==> config.mk <==
export PLATFORM = sky130hd
export DESIGN_NAME = coh_bus
export DESIGN_NICKNAME = d
export VERILOG_FILES = /design/src/coh_bus_pkg.sv /design/src/coh_bus_arbiter.sv /design/src/coh_rsp_queue.sv /design/src/coh_bus.sv
export SDC_FILE = /design/constraint.sdc
export NUM_CORES = 1
export LEC_CHECK = 0
export BUFFER_PORTS_ARGS = -buffer_cell sky130_fd_sc_hd__buf_2
export CAP_MARGIN = 10
export CORE_MARGIN = 1
export CORE_UTILIZATION = 30
export CTS_CLUSTER_DIAMETER = 150
export DETAILED_ROUTE_END_ITERATION = 8
export PLACE_DENSITY_LB_ADDON = 0.05
export SYNTH_ARGS = -nofsm -noshare
export SYNTH_HDL_FRONTEND = slang
export SYNTH_HIERARCHICAL = 1
export SYNTH_SLANG_ARGS = --single-unit
==> constraint.sdc <==
create_clock -name clk -period 5.39 [get_ports clk]
set_input_delay 0.8085 -clock clk [delete_from_list [all_inputs] [get_ports clk]]
set_output_delay 0.8085 -clock clk [all_outputs]
set_load 0.01 [all_outputs]
==> src/coh_bus_pkg.sv <==
package coh_bus_pkg;

	// ----------------------------------------------------------------------
	// block address and data widths
	// ----------------------------------------------------------------------
	localparam int TAG_W	= 8;
	localparam int IDX_W	= 4;
	// tag and index together name one block
	localparam int BLK_W	= TAG_W + IDX_W;
	localparam int WORD_W	= 64;

	// ----------------------------------------------------------------------
	// response queue
	// ----------------------------------------------------------------------
	localparam int RSP_Q_NUM	= 4;
	localparam int RSP_Q_PTR_W	= 2;

	// ----------------------------------------------------------------------
	// data memory
	// ----------------------------------------------------------------------
	// broadcast to reply, in cycles
	localparam int MEM_LAT		= 4;
	// one word per block address
	localparam int MEM_WORDS	= 4096;

	// bus messages
	typedef enum logic [1:0] {
		// idle bus
		NONE	= 2'd0,
		// read shared
		GET_S	= 2'd1,
		// read for modify
		GET_M	= 2'd2,
		// write back
		PUT_M	= 2'd3
	} message_t;

endpackage : coh_bus_pkg

==> src/coh_bus_arbiter.sv <==
`timescale 1ns/1ps

module coh_bus_arbiter (
	input	logic	clk,
	input	logic	rst,

	// request levels from the cores
	input	logic	core0_req_en_i,
	input	logic	core1_req_en_i,

	// block already pending in the response queue
	input	logic	core0_pend_hit_i,
	input	logic	core1_pend_hit_i,

	// low while the queue is full
	input	logic	grant_en_i,

	output	logic	core0_gnt_o,
	output	logic	core1_gnt_o
);

	// 0 favors core0, 1 favors core1
	logic	prio_r;

	logic	core0_elig;
	logic	core1_elig;

	// a core may win only with a request and no pending hit
	assign core0_elig	= core0_req_en_i & ~core0_pend_hit_i;
	assign core1_elig	= core1_req_en_i & ~core1_pend_hit_i;

	// priority toggles every clock
	always_ff @(posedge clk) begin
		if (rst) begin
			prio_r	<= 1'b0;
		end else begin
			prio_r	<= ~prio_r;
		end
	end

	always_comb begin
		core0_gnt_o	= 1'b0;
		core1_gnt_o	= 1'b0;
		if (grant_en_i) begin
			if (!prio_r) begin
				// core0 favored
				if (core0_elig) begin
					core0_gnt_o	= 1'b1;
				end else if (core1_elig) begin
					core1_gnt_o	= 1'b1;
				end
			end else begin
				// core1 favored
				if (core1_elig) begin
					core1_gnt_o	= 1'b1;
				end else if (core0_elig) begin
					core0_gnt_o	= 1'b1;
				end
			end
		end
	end

	// one bus slot per cycle
	a_one_grant: assert property (@(posedge clk) disable iff (rst)
		!(core0_gnt_o && core1_gnt_o));

endmodule : coh_bus_arbiter

==> src/coh_rsp_queue.sv <==
`timescale 1ns/1ps

module coh_rsp_queue (
	input	logic								clk,
	input	logic								rst,

	// allocation on bus acceptance
	input	logic								alloc_i,
	input	logic								alloc_id_i,
	input	logic [coh_bus_pkg::TAG_W-1:0]		alloc_tag_i,
	input	logic [coh_bus_pkg::IDX_W-1:0]		alloc_idx_i,

	// owner supply, same cycle as the allocation
	input	logic								snoop_vld_i,
	input	logic [coh_bus_pkg::WORD_W-1:0]		snoop_data_i,

	// memory reply, addressed by entry
	input	logic								mem_vld_i,
	input	logic [coh_bus_pkg::RSP_Q_PTR_W-1:0]	mem_ptr_i,
	input	logic [coh_bus_pkg::WORD_W-1:0]		mem_data_i,

	// blocks the cores are asking for
	input	logic [coh_bus_pkg::TAG_W-1:0]		core0_tag_i,
	input	logic [coh_bus_pkg::IDX_W-1:0]		core0_idx_i,
	input	logic [coh_bus_pkg::TAG_W-1:0]		core1_tag_i,
	input	logic [coh_bus_pkg::IDX_W-1:0]		core1_idx_i,

	output	logic								full_o,
	output	logic [coh_bus_pkg::RSP_Q_PTR_W-1:0]	tail_o,
	output	logic								core0_pend_hit_o,
	output	logic								core1_pend_hit_o,

	// in-order response drain
	output	logic								rsp_vld_o,
	output	logic								rsp_id_o,
	output	logic [coh_bus_pkg::WORD_W-1:0]		rsp_data_o
);

	// entry payload
	logic [coh_bus_pkg::TAG_W-1:0]		tag_r [coh_bus_pkg::RSP_Q_NUM];
	logic [coh_bus_pkg::IDX_W-1:0]		idx_r [coh_bus_pkg::RSP_Q_NUM];
	logic [coh_bus_pkg::WORD_W-1:0]		data_r [coh_bus_pkg::RSP_Q_NUM];
	logic [coh_bus_pkg::RSP_Q_NUM-1:0]	id_r;

	// entry state
	logic [coh_bus_pkg::RSP_Q_NUM-1:0]	vld_r;
	logic [coh_bus_pkg::RSP_Q_NUM-1:0]	rdy_r;

	// pointers, top bit is the wrap bit
	logic [coh_bus_pkg::RSP_Q_PTR_W:0]		head_r;
	logic [coh_bus_pkg::RSP_Q_PTR_W:0]		tail_r;
	logic [coh_bus_pkg::RSP_Q_PTR_W-1:0]	head;
	logic [coh_bus_pkg::RSP_Q_PTR_W-1:0]	tail;

	logic	mem_fill;

	assign head	= head_r[coh_bus_pkg::RSP_Q_PTR_W-1:0];
	assign tail	= tail_r[coh_bus_pkg::RSP_Q_PTR_W-1:0];

	assign full_o	= (head_r[coh_bus_pkg::RSP_Q_PTR_W] != tail_r[coh_bus_pkg::RSP_Q_PTR_W])
					&& (head == tail);
	assign tail_o	= tail;

	// head leaves the first cycle it is ready
	assign rsp_vld_o	= vld_r[head] & rdy_r[head];
	assign rsp_id_o		= id_r[head];
	assign rsp_data_o	= data_r[head];

	// replies to entries already supplied or already freed are dropped
	assign mem_fill	= mem_vld_i & vld_r[mem_ptr_i] & ~rdy_r[mem_ptr_i];

	// ----------------------------------------------------------------------
	// pending block match
	// ----------------------------------------------------------------------
	always_comb begin
		core0_pend_hit_o	= 1'b0;
		core1_pend_hit_o	= 1'b0;
		for (int i = 0; i < coh_bus_pkg::RSP_Q_NUM; i++) begin
			if (vld_r[i] && tag_r[i] == core0_tag_i && idx_r[i] == core0_idx_i) begin
				core0_pend_hit_o	= 1'b1;
			end
			if (vld_r[i] && tag_r[i] == core1_tag_i && idx_r[i] == core1_idx_i) begin
				core1_pend_hit_o	= 1'b1;
			end
		end
	end

	// ----------------------------------------------------------------------
	// pointers and entry state
	// ----------------------------------------------------------------------
	always_ff @(posedge clk) begin
		if (rst) begin
			head_r	<= '0;
			tail_r	<= '0;
			vld_r	<= '0;
			rdy_r	<= '0;
		end else begin
			// free the head entry as it goes out
			if (rsp_vld_o) begin
				vld_r[head]	<= 1'b0;
				rdy_r[head]	<= 1'b0;
				head_r		<= head_r + 1'b1;
			end
			if (mem_fill) begin
				rdy_r[mem_ptr_i]	<= 1'b1;
			end
			if (alloc_i) begin
				vld_r[tail]	<= 1'b1;
				// owner data makes the entry ready right away
				rdy_r[tail]	<= snoop_vld_i;
				tail_r		<= tail_r + 1'b1;
			end
		end
	end

	// payload writes
	always_ff @(posedge clk) begin
		if (alloc_i) begin
			tag_r[tail]	<= alloc_tag_i;
			idx_r[tail]	<= alloc_idx_i;
			id_r[tail]	<= alloc_id_i;
			if (snoop_vld_i) begin
				data_r[tail]	<= snoop_data_i;
			end
		end
		if (mem_fill) begin
			data_r[mem_ptr_i]	<= mem_data_i;
		end
	end

	a_no_alloc_full: assert property (@(posedge clk) disable iff (rst)
		alloc_i |-> !full_o);

	// every memory reply belongs to the allocation at that entry MEM_LAT cycles back
	a_mem_rsp_owner: assert property (@(posedge clk) disable iff (rst)
		mem_vld_i |-> $past(alloc_i, coh_bus_pkg::MEM_LAT)
			&& $past(tail, coh_bus_pkg::MEM_LAT) == mem_ptr_i);

endmodule : coh_rsp_queue

==> src/coh_bus.sv <==
`timescale 1ns/1ps

module coh_bus (
	input	logic									clk,
	input	logic									rst,

	// core0
	input	logic									core0_req_en_i,
	input	logic [coh_bus_pkg::TAG_W-1:0]			core0_req_tag_i,
	input	logic [coh_bus_pkg::IDX_W-1:0]			core0_req_idx_i,
	input	coh_bus_pkg::message_t					core0_req_message_i,
	input	logic [coh_bus_pkg::WORD_W-1:0]			core0_req_data_i,
	input	logic									core0_rsp_vld_i,
	input	logic [coh_bus_pkg::WORD_W-1:0]			core0_rsp_data_i,
	output	logic									bus2core0_req_ack_o,

	// core1
	input	logic									core1_req_en_i,
	input	logic [coh_bus_pkg::TAG_W-1:0]			core1_req_tag_i,
	input	logic [coh_bus_pkg::IDX_W-1:0]			core1_req_idx_i,
	input	coh_bus_pkg::message_t					core1_req_message_i,
	input	logic [coh_bus_pkg::WORD_W-1:0]			core1_req_data_i,
	input	logic									core1_rsp_vld_i,
	input	logic [coh_bus_pkg::WORD_W-1:0]			core1_rsp_data_i,
	output	logic									bus2core1_req_ack_o,

	// memory reply
	input	logic									dmem_rsp_vld_i,
	input	logic [coh_bus_pkg::RSP_Q_PTR_W-1:0]	dmem_rsp_ptr_i,
	input	logic [coh_bus_pkg::WORD_W-1:0]			dmem_rsp_data_i,

	// broadcast
	output	logic									bus_req_vld_o,
	output	logic									bus_req_id_o,
	output	logic [coh_bus_pkg::TAG_W-1:0]			bus_req_tag_o,
	output	logic [coh_bus_pkg::IDX_W-1:0]			bus_req_idx_o,
	output	coh_bus_pkg::message_t					bus_req_message_o,
	output	logic [coh_bus_pkg::WORD_W-1:0]			bus_req_data_o,
	output	logic [coh_bus_pkg::RSP_Q_PTR_W-1:0]	bus_req_ptr_o,

	// responses
	output	logic									bus_rsp_vld_o,
	output	logic									bus_rsp_id_o,
	output	logic [coh_bus_pkg::WORD_W-1:0]			bus_rsp_data_o
);

	logic	q_full;
	logic	core0_gnt;
	logic	core1_gnt;
	logic	core0_pend_hit;
	logic	core1_pend_hit;
	logic	snoop_vld;
	logic [coh_bus_pkg::WORD_W-1:0]	snoop_data;

	coh_bus_arbiter u_arbiter (
		.clk				(clk),
		.rst				(rst),
		.core0_req_en_i		(core0_req_en_i),
		.core1_req_en_i		(core1_req_en_i),
		.core0_pend_hit_i	(core0_pend_hit),
		.core1_pend_hit_i	(core1_pend_hit),
		.grant_en_i			(~q_full),
		.core0_gnt_o		(core0_gnt),
		.core1_gnt_o		(core1_gnt)
	);

	// ----------------------------------------------------------------------
	// acknowledge and broadcast
	// ----------------------------------------------------------------------
	assign bus2core0_req_ack_o	= core0_gnt;
	assign bus2core1_req_ack_o	= core1_gnt;
	assign bus_req_vld_o		= core0_gnt | core1_gnt;
	assign bus_req_id_o			= core1_gnt;

	// idle bus shows NONE with zero payload
	always_comb begin
		bus_req_tag_o		= '0;
		bus_req_idx_o		= '0;
		bus_req_message_o	= coh_bus_pkg::NONE;
		bus_req_data_o		= '0;
		if (core1_gnt) begin
			bus_req_tag_o		= core1_req_tag_i;
			bus_req_idx_o		= core1_req_idx_i;
			bus_req_message_o	= core1_req_message_i;
			bus_req_data_o		= core1_req_data_i;
		end else if (core0_gnt) begin
			bus_req_tag_o		= core0_req_tag_i;
			bus_req_idx_o		= core0_req_idx_i;
			bus_req_message_o	= core0_req_message_i;
			bus_req_data_o		= core0_req_data_i;
		end
	end

	// single owner, so at most one supply
	assign snoop_vld	= core0_rsp_vld_i | core1_rsp_vld_i;
	assign snoop_data	= core1_rsp_vld_i ? core1_rsp_data_i : core0_rsp_data_i;

	coh_rsp_queue u_rsp_queue (
		.clk				(clk),
		.rst				(rst),
		.alloc_i			(bus_req_vld_o),
		.alloc_id_i			(bus_req_id_o),
		.alloc_tag_i		(bus_req_tag_o),
		.alloc_idx_i		(bus_req_idx_o),
		.snoop_vld_i		(snoop_vld),
		.snoop_data_i		(snoop_data),
		.mem_vld_i			(dmem_rsp_vld_i),
		.mem_ptr_i			(dmem_rsp_ptr_i),
		.mem_data_i			(dmem_rsp_data_i),
		.core0_tag_i		(core0_req_tag_i),
		.core0_idx_i		(core0_req_idx_i),
		.core1_tag_i		(core1_req_tag_i),
		.core1_idx_i		(core1_req_idx_i),
		.full_o				(q_full),
		.tail_o				(bus_req_ptr_o),
		.core0_pend_hit_o	(core0_pend_hit),
		.core1_pend_hit_o	(core1_pend_hit),
		.rsp_vld_o			(bus_rsp_vld_o),
		.rsp_id_o			(bus_rsp_id_o),
		.rsp_data_o			(bus_rsp_data_o)
	);

	a_one_owner: assert property (@(posedge clk) disable iff (rst)
		!(core0_rsp_vld_i && core1_rsp_vld_i));

endmodule : coh_bus

==> impl_metrics.py, run 1 <==
metrics = {
    "clock_network": {
        "cts_hold_buf": 0,
        "clock-sinks": 325,
        "path_clk_slew_ns": 0.06,
        "cts_tree": "done",
        "clk_latency_ns": 0.56,
        "cts_buffer_depth": 3,
        "ctsResizeCount": 0,
        "cts_inserted_buffers": 39,
        "postCtsSetupBuffers": 0,
        "htree_levels": 2,
        "clock-root-buffer": "clkbuf_16",
    },
    "floorplan": {
        "row_count": 88,
        "io_pins": 507,
        "die-area_mm2": 0.05958,
        "die_h_um": 244.1,
        "die-width_um": 244.1,
        "core_mm2": 0.05781,
        "start_util_pct": 30.42,
    },
    "sta": {
        "setup_viol": 0,
        "rsz0062_at_grt": "false",
        "fin_crit_ns": 4.310,
        "slew_headroom_pct": 38.19,
        "finalHoldViolations": 0,
        "fin_ws_ns": 1.080,
        "fin_skew_ns": 0.01952,
        "fmax_mhz": 232.0,
        "report.final.slew_viol_count": 0,
        "finalCritPeriodShare_pct": 79.96,
        "tns_ns": 0,
        "worst_slew_pin_slew_ns": 0.9272,
    },
    "placement": {
        "dp_slack_ns": 1.149,
        "dp_hpwl_mm": 41.91,
        "portBuffers": 506,
        "place_congestion": 0.9410,
    },
    "critical_path": {
        "worstSetupPathType": "reg -> out",
        "cp.required_ns": 4.58,
        "crit_fanout": 66,
        "start_kind": "register",
        "arrival_ns": 3.50,
        "cp-end-kind": "output port",
    },
    "yosys": {
        "yosys_warnings": 6,
        "yosys-top-cells-area": "edfxtp_1 (53%), mux2_2 (16%), mux4_2 (8.5%)",
        "synth_edf_count": 308,
        "yosysUniqueCellTypes": 41,
        "synthCells": 1131,
        "ys_seq_area_share_pct": 54.54,
        "yosys_register_bits": 325,
        "syn_avg_cell_area_um2": 15.55,
        "synth_top_flop_cell": "edfxtp_1",
        "async_flop_share_pct": 0,
        "synth_fp_nets": 1496,
        "synth_top_cell_area_share_pct": 52.60,
        "syn_area_mm2": 0.01758,
        "yosysTopAreaCell": "edfxtp_1",
    },
    "global_route": {
        "track_usage_pct": 19.90,
        "antenna_found_initial": 32,
        "overflow": 0,
        "grt_pass1_wl_mm": 85.17,
        "grt_start_max_net_pins": 83,
        "grt_pass1_vias": 12710,
    },
    "power_and_ir_drop": {
        "vdd_ir_drop_max_mv": 0.1898,
        "swShare_pct": 26.40,
        "pwr-share-comb_pct": 19.0,
        "power-per-cell-area_mw_per_mm2": 313.1,
        "p_leak_nw": 8.233,
        "seq_power_share_pct": 45.0,
        "internal_power_mw": 5.097,
        "power.switching_mw": 1.828,
        "power_frac_clock_pct": 36.0,
    },
    "final_layout": {
        "area_growth_pct": 25.81,
        "drive_above_1_share_pct": 55.97,
        "nets": 1969,
        "nFillCells": 5631,
    },
    "routing": {
        "drt_iter0_drc": 494,
        "postRouteAntennaNets": 0,
        "dr_total_vias": 11850,
        "wl_per_cell_um": 25.15,
        "first_pass_iters": 4,
        "drt_wl_total_mm": 60.67,
        "drcViolationCount": 0,
        "viasPerCell": 4.912,
    },
    "min_path": {
        "min_path_type": "reg -> reg",
    },
    "outcome": {
        "status": "complete, no violations",
    },
    "flow_run": {
        "cap_viol_max_count": 0,
    },
}
-- layer usage --
metal,track usage [%],part of all wire [%]
met1,21.85,38
met2,37.31,54
met3,3.391,4.3
met4,8.621,3.8
met5,0,0.056
-- path summary, 6_finish.rpt --
kind,cells after the start,slack (ns),startpoint,end
max,9,1.08,u_rsp_queue/tag_r[0][5],bus_req_data_o[17]
min,1,0.48,u_arbiter/prio_r,u_arbiter/prio_r
max reg2reg,12,1.81,u_rsp_queue/tag_r[3][6],u_rsp_queue/data_r[1][30]
min reg2reg,1,0.48,u_arbiter/prio_r,u_arbiter/prio_r
-- state kept, by name, indices dropped and copies added, names as in the netlist, named ones only --
register	flops
u_rsp_queue/rdy_r	4
u_rsp_queue/tag_r	32
u_rsp_queue/tail_r	3
u_rsp_queue/head_r	3
u_rsp_queue/vld_r	4
u_rsp_queue/idx_r	16
u_rsp_queue/id_r	4
u_rsp_queue/data_r	256
u_arbiter/prio_r	1
-- power groups by stage --
stage / sequential [mW] / combinational (mW) / clock, mW
global route: 3.14 / 1.42 / 2.67
CTS: 3.12 / 1.34 / 2.59
floorplan: 3.14 / 0.772 / 0
detailed placement: 3.18 / 1.34 / 0
finish: 3.12 / 1.31 / 2.49
global placement: 3.18 / 1.34 / 0
-- layout make-up --
class | instances | area (um^2) | area share, %
flip-flops and latches | 325 | 9597 | 43.38
multi-input cells | 692 | 7442 | 33.64
repair buffers | 531 | 2848 | 12.87
clock buffers | 52 | 1045 | 4.723
well taps | 765 | 957.2 | 4.327
clock inverters | 18 | 138.9 | 0.6278
inverters | 15 | 58.81 | 0.2658
diodes | 14 | 35.03 | 0.1584
-- Yosys cell counts, types with 2 or more instances --
master	instances
nand3_1	12
nor2b_1	2
xnor2_1	98
dfxtp_1	17
o21bai_1	3
o21ai_1	2
edfxtp_1	308
mux2_2	256
a31oi_1	3
clkbuf_2	12
buf_2	36
mux4_2	66
nand2_1	27
a21oi_1	11
o211ai_1	2
buf_6	11
a22o_1	76
nor4_1	8
buf_4	8
nand4_1	18
nor2_1	9
or4_1	2
clkbuf_1	31
mux2_1	64
o21ai_0	11
inv_1	14
xor2_1	3
ha_1	8
-- through the flow --
stage | hold WS (ns) | power [mW] | std cells | instance area (um^2) | utilization (%)
3_5_place_dp | 0.4685 | 4.511 | 2328 | 20900 | 36.16
3_3_place_gp | 0.4670 | 4.513 | 2328 | 20900 | 36.16
6_report | 0.4815 | 6.925 | 2412 | 22120 | 38.27
2_1_floorplan | 0.4103 | 3.907 | 1131 | 17580 | -
4_1_cts | 0.4769 | 7.058 | 2398 | 22090 | 38.21
5_1_grt | 0.4878 | 7.227 | 2411 | 22120 | 38.26
-- critical path, cell delays in order (launching register included) --
cell	delay, ns
edfxtp_1	0.44
xnor2_1	0.17
nand4_1	0.10
nor4_1	0.06
or4_1	0.59
o311a_2	0.50
nor2b_4	0.40
buf_12	0.33
a22o_1	0.18
buf_2	0.13
-- cell families (layout without fill, tap and decap cells) --
kind of cell / after synthesis / count (layout) / share of synthesized area [%]
compound gates: 111 / 111 / 4.931
xor+xnor: 101 / 101 / 5.031
fa+ha+maj: 8 / 8 / 0.5693
buf+inv: 114 / 616 / 3.430
flops: 325 / 325 / 54.54
mux: 387 / 387 / 29.00
other cells: 0 / 14 / 0
simple gates: 85 / 85 / 2.498
-- placed cells by master (no fill, tap or decap), types with 2 or more instances in the layout --
| cell type | count |
|---|---|
| a21oi_1 | 11 |
| a22o_1 | 76 |
| a31oi_1 | 3 |
| buf_12 | 10 |
| buf_2 | 505 |
| buf_4 | 16 |
| bufinv_16 | 2 |
| clkbuf_1 | 11 |
| clkbuf_16 | 39 |
| clkbuf_8 | 2 |
| clkinv_1 | 10 |
| clkinv_2 | 3 |
| dfxtp_1 | 15 |
| dfxtp_4 | 2 |
| diode_2 | 14 |
| edfxtp_1 | 308 |
| ha_1 | 8 |
| inv_1 | 14 |
| inv_6 | 3 |
| mux2_1 | 64 |
| mux2_2 | 256 |
| mux4_2 | 66 |
| nand2_1 | 24 |
| nand2_4 | 3 |
| nand3_1 | 11 |
| nand4_1 | 18 |
| nor2_1 | 8 |
| nor2b_1 | 2 |
| nor4_1 | 8 |
| o211ai_1 | 2 |
| o21ai_0 | 11 |
| o21ai_1 | 2 |
| o21bai_1 | 3 |
| or4_1 | 2 |
| xnor2_1 | 98 |
| xor2_1 | 3 |
Power figures use the tool's default switching activity.
==> run 2, diff against run 1 <==
clock period = 4.1 ns   (was 5.39 ns; I/O delays follow)
==> run 2 against run 1 <==
  * Core utilization up 0.51 points
  * First-iteration DRC count increased by 9.3%
  * Highest routed layer is now met4
  * Clock skew fell by 0.0028 ns
  * Sequential power rose by 31%
  * Wire length is 4.0% lower
  * Via count decreased by 0.19%
  * Critical path depth increased by 1
  * Die area stayed put
  * Largest power group unchanged
  * Power up 35%
  * Final cell count increased by 0.75%
  * Hold slack lost 0.073 ns
  * Design area is 1.3% higher
==> impl_metrics.py, run 2 (same netlist as run 1, synthesis figures left out) <==
metrics = {
    "routing": {
        "drt_iter0_drc": 540,
        "drcViolationCount": 0,
        "viasPerCell": 4.866,
        "wl_per_cell_um": 23.97,
        "postRouteAntennaNets": 0,
        "drt_wl_total_mm": 58.24,
        "first_pass_iters": 4,
        "dr_total_vias": 11820,
    },
    "final_layout": {
        "fin_util_pct": 38.77,
        "largest_reg_flops": 256,
        "area_growth_pct": 27.47,
        "regMostFlops": "u_rsp_queue/data_r",
        "layout.cells.non_filler": 2430,
        "drive_above_1_share_pct": 56.55,
        "reg_top3": "u_rsp_queue/data_r: 256 flops, u_rsp_queue/tag_r: 32 flops, u_rsp_queue/idx_r: 16 flops",
        "layout_common_cells": "buf_2 (505), edfxtp_1 (308), mux2_2 (256)",
        "nets": 1982,
        "layout_commonest_cell": "buf_2",
    },
    "global_route": {
        "grt_pass1_wl_mm": 83.67,
        "track_usage_pct": 19.19,
        "antenna_found_initial": 19,
        "grt_start_max_net_pins": 73,
        "overflow": 0,
        "grt_pass1_vias": 12690,
    },
    "clock_network": {
        "postCtsSetupBuffers": 0,
        "clock-root-buffer": "clkbuf_16",
        "clock-sinks": 325,
        "cts_tree": "done",
        "cts_buffer_depth": 3,
        "clk_latency_ns": 0.55,
        "cts_inserted_buffers": 40,
        "path_clk_slew_ns": 0.06,
        "htree_levels": 2,
    },
    "floorplan": {
        "row_count": 88,
        "die-area_mm2": 0.05958,
        "io_pins": 507,
        "die-width_um": 244.1,
        "core_mm2": 0.05781,
        "die_h_um": 244.1,
        "start_util_pct": 30.42,
    },
    "power_and_ir_drop": {
        "power-per-cell-area_mw_per_mm2": 416.0,
        "p_leak_nw": 8.360,
        "power_mw": 9.324,
        "vdd_ir_drop_max_mv": 0.2284,
    },
    "critical_path": {
        "crit_chain": "xnor2_1, nand4_1, nor4_1, or4_1, o311a_4, nor2b_4, buf_12, buf_16, a22o_1, buf_2",
        "max_stage_delay_ns": 0.60,
        "ff2ff_setup_slack_ns": 0.78,
        "rr_startpoint": "u_rsp_queue/tag_r[3][6]",
        "slowest_stage": "or4_1",
        "r2r_end": "u_rsp_queue/data_r[0][14]",
        "cp.required_ns": 3.48,
        "arrival_ns": 3.34,
        "cp-end-kind": "output port",
        "start_kind": "register",
        "rr_worst_depth": 12,
        "worstSetupPathType": "reg -> out",
        "crit_fanout": 40,
    },
    "sta": {
        "whs_ns": 0.4084,
        "slew_headroom_pct": 53.90,
        "fmax_mhz": 252.8,
        "rsz0062_at_grt": "false",
        "report.final.slew_viol_count": 0,
        "finalCritPeriodShare_pct": 96.49,
        "fin_skew_ns": 0.01673,
        "worst_slew_pin_slew_ns": 0.6916,
        "finalHoldViolations": 0,
        "tns_ns": 0,
        "fin_crit_ns": 3.956,
        "setup_viol": 0,
    },
    "placement": {
        "place_congestion": 0.8653,
        "portBuffers": 506,
        "dp_hpwl_mm": 40.79,
        "dp_cells": 2340,
    },
    "outcome": {
        "status": "complete, no violations",
    },
    "min_path": {
        "min_to": "u_rsp_queue/data_r[1][29]",
        "min_path_type": "in -> reg",
        "holdPathStages": 2,
        "min_from": "dmem_rsp_data_i[29]",
    },
    "flow_run": {
        "cap_viol_max_count": 0,
    },
}
## run 2: cell types whose count changed in the layout (fill, tap and decap cells not counted), sizes merged
cell,delta
diode,+3
clkinvlp,+2
inv,-1
buf,+12
bufinv,+2
## run 2: where the power goes
| part | internal (mW) | switching (mW) | total, mW |
|---|---|---|---|
| Sequential | 3.97 | 0.126 | 4.10 |
| Clock | 2.09 | 1.38 | 3.46 |
| Combinational | 0.840 | 0.919 | 1.76 |
## run 2: metrics by stage
| stage | instance area [um^2] | worst slack, ns |
|---|---|---|
| after detailed placement | 21070 | 0.2906 |
| final | 22410 | 0.1439 |
| after floorplan | 17610 | 0.1009 |
| after global routing | 22410 | 0.01125 |
| after CTS | 22340 | 0.02087 |
| after global placement | 21070 | 0.2612 |
## run 2: worst max path at each step
stage / end / slack, ns / from
after CTS: bus_req_data_o[18] / 0.02 / u_rsp_queue/idx_r[2][2]
after global placement: bus_req_data_o[18] / 0.26 / core0_req_idx_i[2]
after floorplan: u_rsp_queue/data_r[1][0] / 0.10 / core1_req_idx_i[1]
final: bus_req_data_o[50] / 0.14 / u_rsp_queue/tag_r[0][2]
after detailed placement: bus_req_data_o[18] / 0.29 / core0_req_idx_i[2]
after global routing: bus_req_data_o[50] / 0.01 / u_rsp_queue/tag_r[3][2]
## run 2: timing repair
action / in CTS / in global routing
hold buffers: 0 / 0
endpoints found under the setup margin: 0 / 5
endpoints found under the hold margin: 0 / 0
gates resized for setup: 0 / 4
## run 2: critical path, delay by kind of cell, from the launching register on
| kind | cells | cell delay [ns] |
|---|---|---|
| xor gates and xnor gates | 1 | 0.19 |
| DFF | 1 | 0.44 |
| and+or+nand+nor | 4 | 0.91 |
| buffers and inverters | 3 | 0.56 |
| AOI/OAI and AO/OA | 2 | 0.66 |
## run 2: routing by layer
layer | vias to the layer above | GRT usage [%] | wire length, um
met1 | 5872 | 22.52 | 23340
met4 | 0 | 7.849 | 2137
li1 | 5452 | - | -
met2 | 398 | 34.65 | 30270
met5 | - | 0 | 0
met3 | 102 | 3.062 | 2484
## run 2: cell type report
| class | instances | area, um^2 |
|---|---|---|
| fill | 5579 | 35390 |
| sequential | 325 | 9597 |
| multi-input combinational | 692 | 7465 |
| timing repair buffer | 543 | 3020 |
| clock buffer | 52 | 1067 |
| tap | 765 | 957.2 |
| clock inverter | 21 | 206.4 |
| inverter | 15 | 58.81 |
| antenna | 17 | 42.54 |
==> run 3, diff against run 2 <==
CORE_UTILIZATION = 40   (was 30)
==> run 3 against run 2 <==
  * Setup slack improved by 0.0086 ns
  * Final cell count fell by 7.7%
  * Power fell by 3.0%
  * Non-clock buffer count did not move
  * Design area fell by 1.7%
  * Register-to-register slack got worse by 0.06 ns
  * Sequential power barely moved
  * Clock-buffer cell count fell by 11
  * Combinational power barely moved
  * Flip-flop and latch count did not move
  * Core utilization rose by 12 points
  * Critical endpoint is now bus_req_data_o[63]
==> impl_metrics.py, run 3 (same netlist as run 1, synthesis figures left out) <==
metrics = {
    "critical_path": {
        "cp.required_ns": 3.48,
        "rr_startpoint": "u_rsp_queue/tag_r[1][2]",
        "ff2ff_setup_slack_ns": 0.72,
        "start_kind": "register",
        "cp-end-kind": "output port",
        "rr_worst_depth": 11,
        "r2r_end": "u_rsp_queue/data_r[1][62]",
        "crit_fanout": 40,
        "worstSetupPathType": "reg -> out",
        "arrival_ns": 3.33,
    },
    "min_path": {
        "holdPathStages": 2,
        "min_from": "rst",
        "min_to": "u_arbiter/prio_r",
        "min_path_type": "in -> reg",
    },
    "power_and_ir_drop": {
        "seq_power_share_pct": 45.2,
        "pwr-share-comb_pct": 19.2,
        "vdd_ir_drop_max_mv": 0.2292,
        "p_leak_nw": 8.313,
        "swShare_pct": 26.23,
        "power_frac_clock_pct": 35.5,
        "power-per-cell-area_mw_per_mm2": 410.5,
        "power.switching_mw": 2.373,
        "internal_power_mw": 6.671,
    },
    "clock_network": {
        "cts_tree": "done",
        "cts_buffer_depth": 3,
        "htree_levels": 2,
        "cts_hold_buf": 0,
        "path_clk_slew_ns": 0.06,
        "clk_latency_ns": 0.53,
        "clock-root-buffer": "clkbuf_16",
        "clock-sinks": 325,
        "cts_inserted_buffers": 37,
    },
    "sta": {
        "fin_crit_ns": 3.947,
        "report.final.slew_viol_count": 0,
        "tns_ns": 0,
        "fmax_mhz": 253.3,
        "rsz0062_at_grt": "false",
        "fin_skew_ns": 0.01761,
        "worst_slew_pin_slew_ns": 0.8230,
        "setup_viol": 0,
        "slew_headroom_pct": 45.14,
        "finalCritPeriodShare_pct": 96.28,
        "finalHoldViolations": 0,
    },
    "routing": {
        "dr_total_vias": 11900,
        "drcViolationCount": 0,
        "postRouteAntennaNets": 0,
        "viasPerCell": 5.303,
        "first_pass_iters": 4,
        "wl_per_cell_um": 24.83,
        "drt_wl_total_mm": 55.72,
        "drt_iter0_drc": 569,
    },
    "final_layout": {
        "drive_above_1_share_pct": 56.91,
        "layout_common_cells": "buf_2 (506), edfxtp_1 (308), mux2_2 (256)",
        "multi_input_area_mm2": 0.007442,
        "area_growth_pct": 25.28,
        "nFillCells": 3853,
        "layout.cells.non_filler": 2244,
        "regMostFlops": "u_rsp_queue/data_r",
        "layout_commonest_cell": "buf_2",
        "reg_top3": "u_rsp_queue/data_r: 256 flops, u_rsp_queue/tag_r: 32 flops, u_rsp_queue/idx_r: 16 flops",
        "regArea_mm2": 0.009597,
        "largest_reg_flops": 256,
        "nets": 1979,
    },
    "placement": {
        "place_congestion": 0.9868,
        "dp_cells": 2159,
        "portBuffers": 506,
        "dp_hpwl_mm": 39.75,
    },
    "floorplan": {
        "io_pins": 507,
        "row_count": 76,
        "start_util_pct": 40.73,
        "die_h_um": 211.7,
        "die-width_um": 211.7,
        "core_mm2": 0.04317,
        "die-area_mm2": 0.04480,
    },
    "outcome": {
        "status": "complete, no violations",
    },
    "global_route": {
        "grt_pass1_wl_mm": 80.20,
        "grt_start_max_net_pins": 67,
        "antenna_found_initial": 33,
        "overflow": 0,
        "track_usage_pct": 24.72,
        "grt_pass1_vias": 12270,
    },
    "flow_run": {
        "cap_viol_max_count": 0,
    },
}
## run 3: changes by cell type in the layout (fill, tap and decap cells not counted), sizes merged
cell | previous run | this run
diode | 17 | 16
clkinv | 13 | 21
bufinv | 4 | 2
clkbuf | 52 | 41
## run 3: critical path: stages (launching register included)
cell and delay [ns]:
edfxtp_1 0.43, xnor2_1 0.17, nand4_1 0.13, nor4_1 0.06
or4_1 0.51, nor2b_1 0.17, o311a_2 0.38, buf_4 0.29
buf_6 0.29, a22o_1 0.21, buf_2 0.13
## run 3: routing by layer
| layer | vias to the layer above | share of wire, % | GRT usage, % |
|---|---|---|---|
| li1 | 5440 | - | - |
| met1 | 5917 | 39 | 28.96 |
| met2 | 437 | 53 | 44.95 |
| met3 | 106 | 4.2 | 3.175 |
| met4 | 0 | 3.9 | 11.12 |
| met5 | - | 0 | 0 |
## run 3: how the worst max path moves through the flow
stage / start / end / slack [ns] / cells after the start
4_1_cts: u_rsp_queue/idx_r[0][3] / bus_req_idx_o[2] / 0.06 / 8
5_1_grt: u_rsp_queue/tag_r[3][2] / bus_req_data_o[7] / 0.01 / 10
3_3_place_gp: core0_req_tag_i[2] / bus_req_tag_o[3] / 0.32 / 9
6_report: u_rsp_queue/tag_r[3][2] / bus_req_data_o[63] / 0.15 / 10
3_5_place_dp: core0_req_idx_i[3] / bus_req_idx_o[2] / 0.31 / 9
2_1_floorplan: core1_req_idx_i[1] / u_rsp_queue/data_r[1][0] / 0.10 / 14
## run 3: power by group through the flow
stage	clock [mW]	combinational [mW]	sequential (mW)
after CTS	3.30	1.76	4.10
after global placement	0	1.74	4.16
after floorplan	0	1.02	4.11
after detailed placement	0	1.75	4.16
final	3.21	1.74	4.09
after global routing	3.42	1.87	4.12
## run 3: area by class of cell
| cell class | count | share of cell area [%] |
|---|---|---|
| Inverter | 15 | 0.2670 |
| Antenna cell | 16 | 0.1818 |
| Clock inverter | 27 | 0.9031 |
| Multi-Input combinational cell | 692 | 33.78 |
| Timing Repair Buffer | 543 | 13.51 |
| Sequential cell | 325 | 43.56 |
| Tap cell | 585 | 3.323 |
| Clock buffer | 41 | 4.464 |
## run 3: repair_timing
| item | CTS | global route |
|---|---|---|
| setup endpoints to repair | 0 | 53 |
| gates resized for setup | 0 | 1 |
| buffers inserted | 0 | 1 |
## run 3: through the flow
stage | hold slack (ns) | setup WS, ns | power [mW] | utilization [%] | instance area (um^2)
final | 0.4268 | 0.1525 | 9.043 | 51.03 | 22030
after global routing | 0.4150 | 0.01156 | 9.408 | 51.03 | 22030
after CTS | 0.4016 | 0.05752 | 9.147 | 50.88 | 21960
after detailed placement | 0.4597 | 0.3092 | 5.909 | 48.14 | 20780
after global placement | 0.4540 | 0.3156 | 5.902 | 48.14 | 20780
after floorplan | 0.4103 | 0.1009 | 5.130 | - | 17610
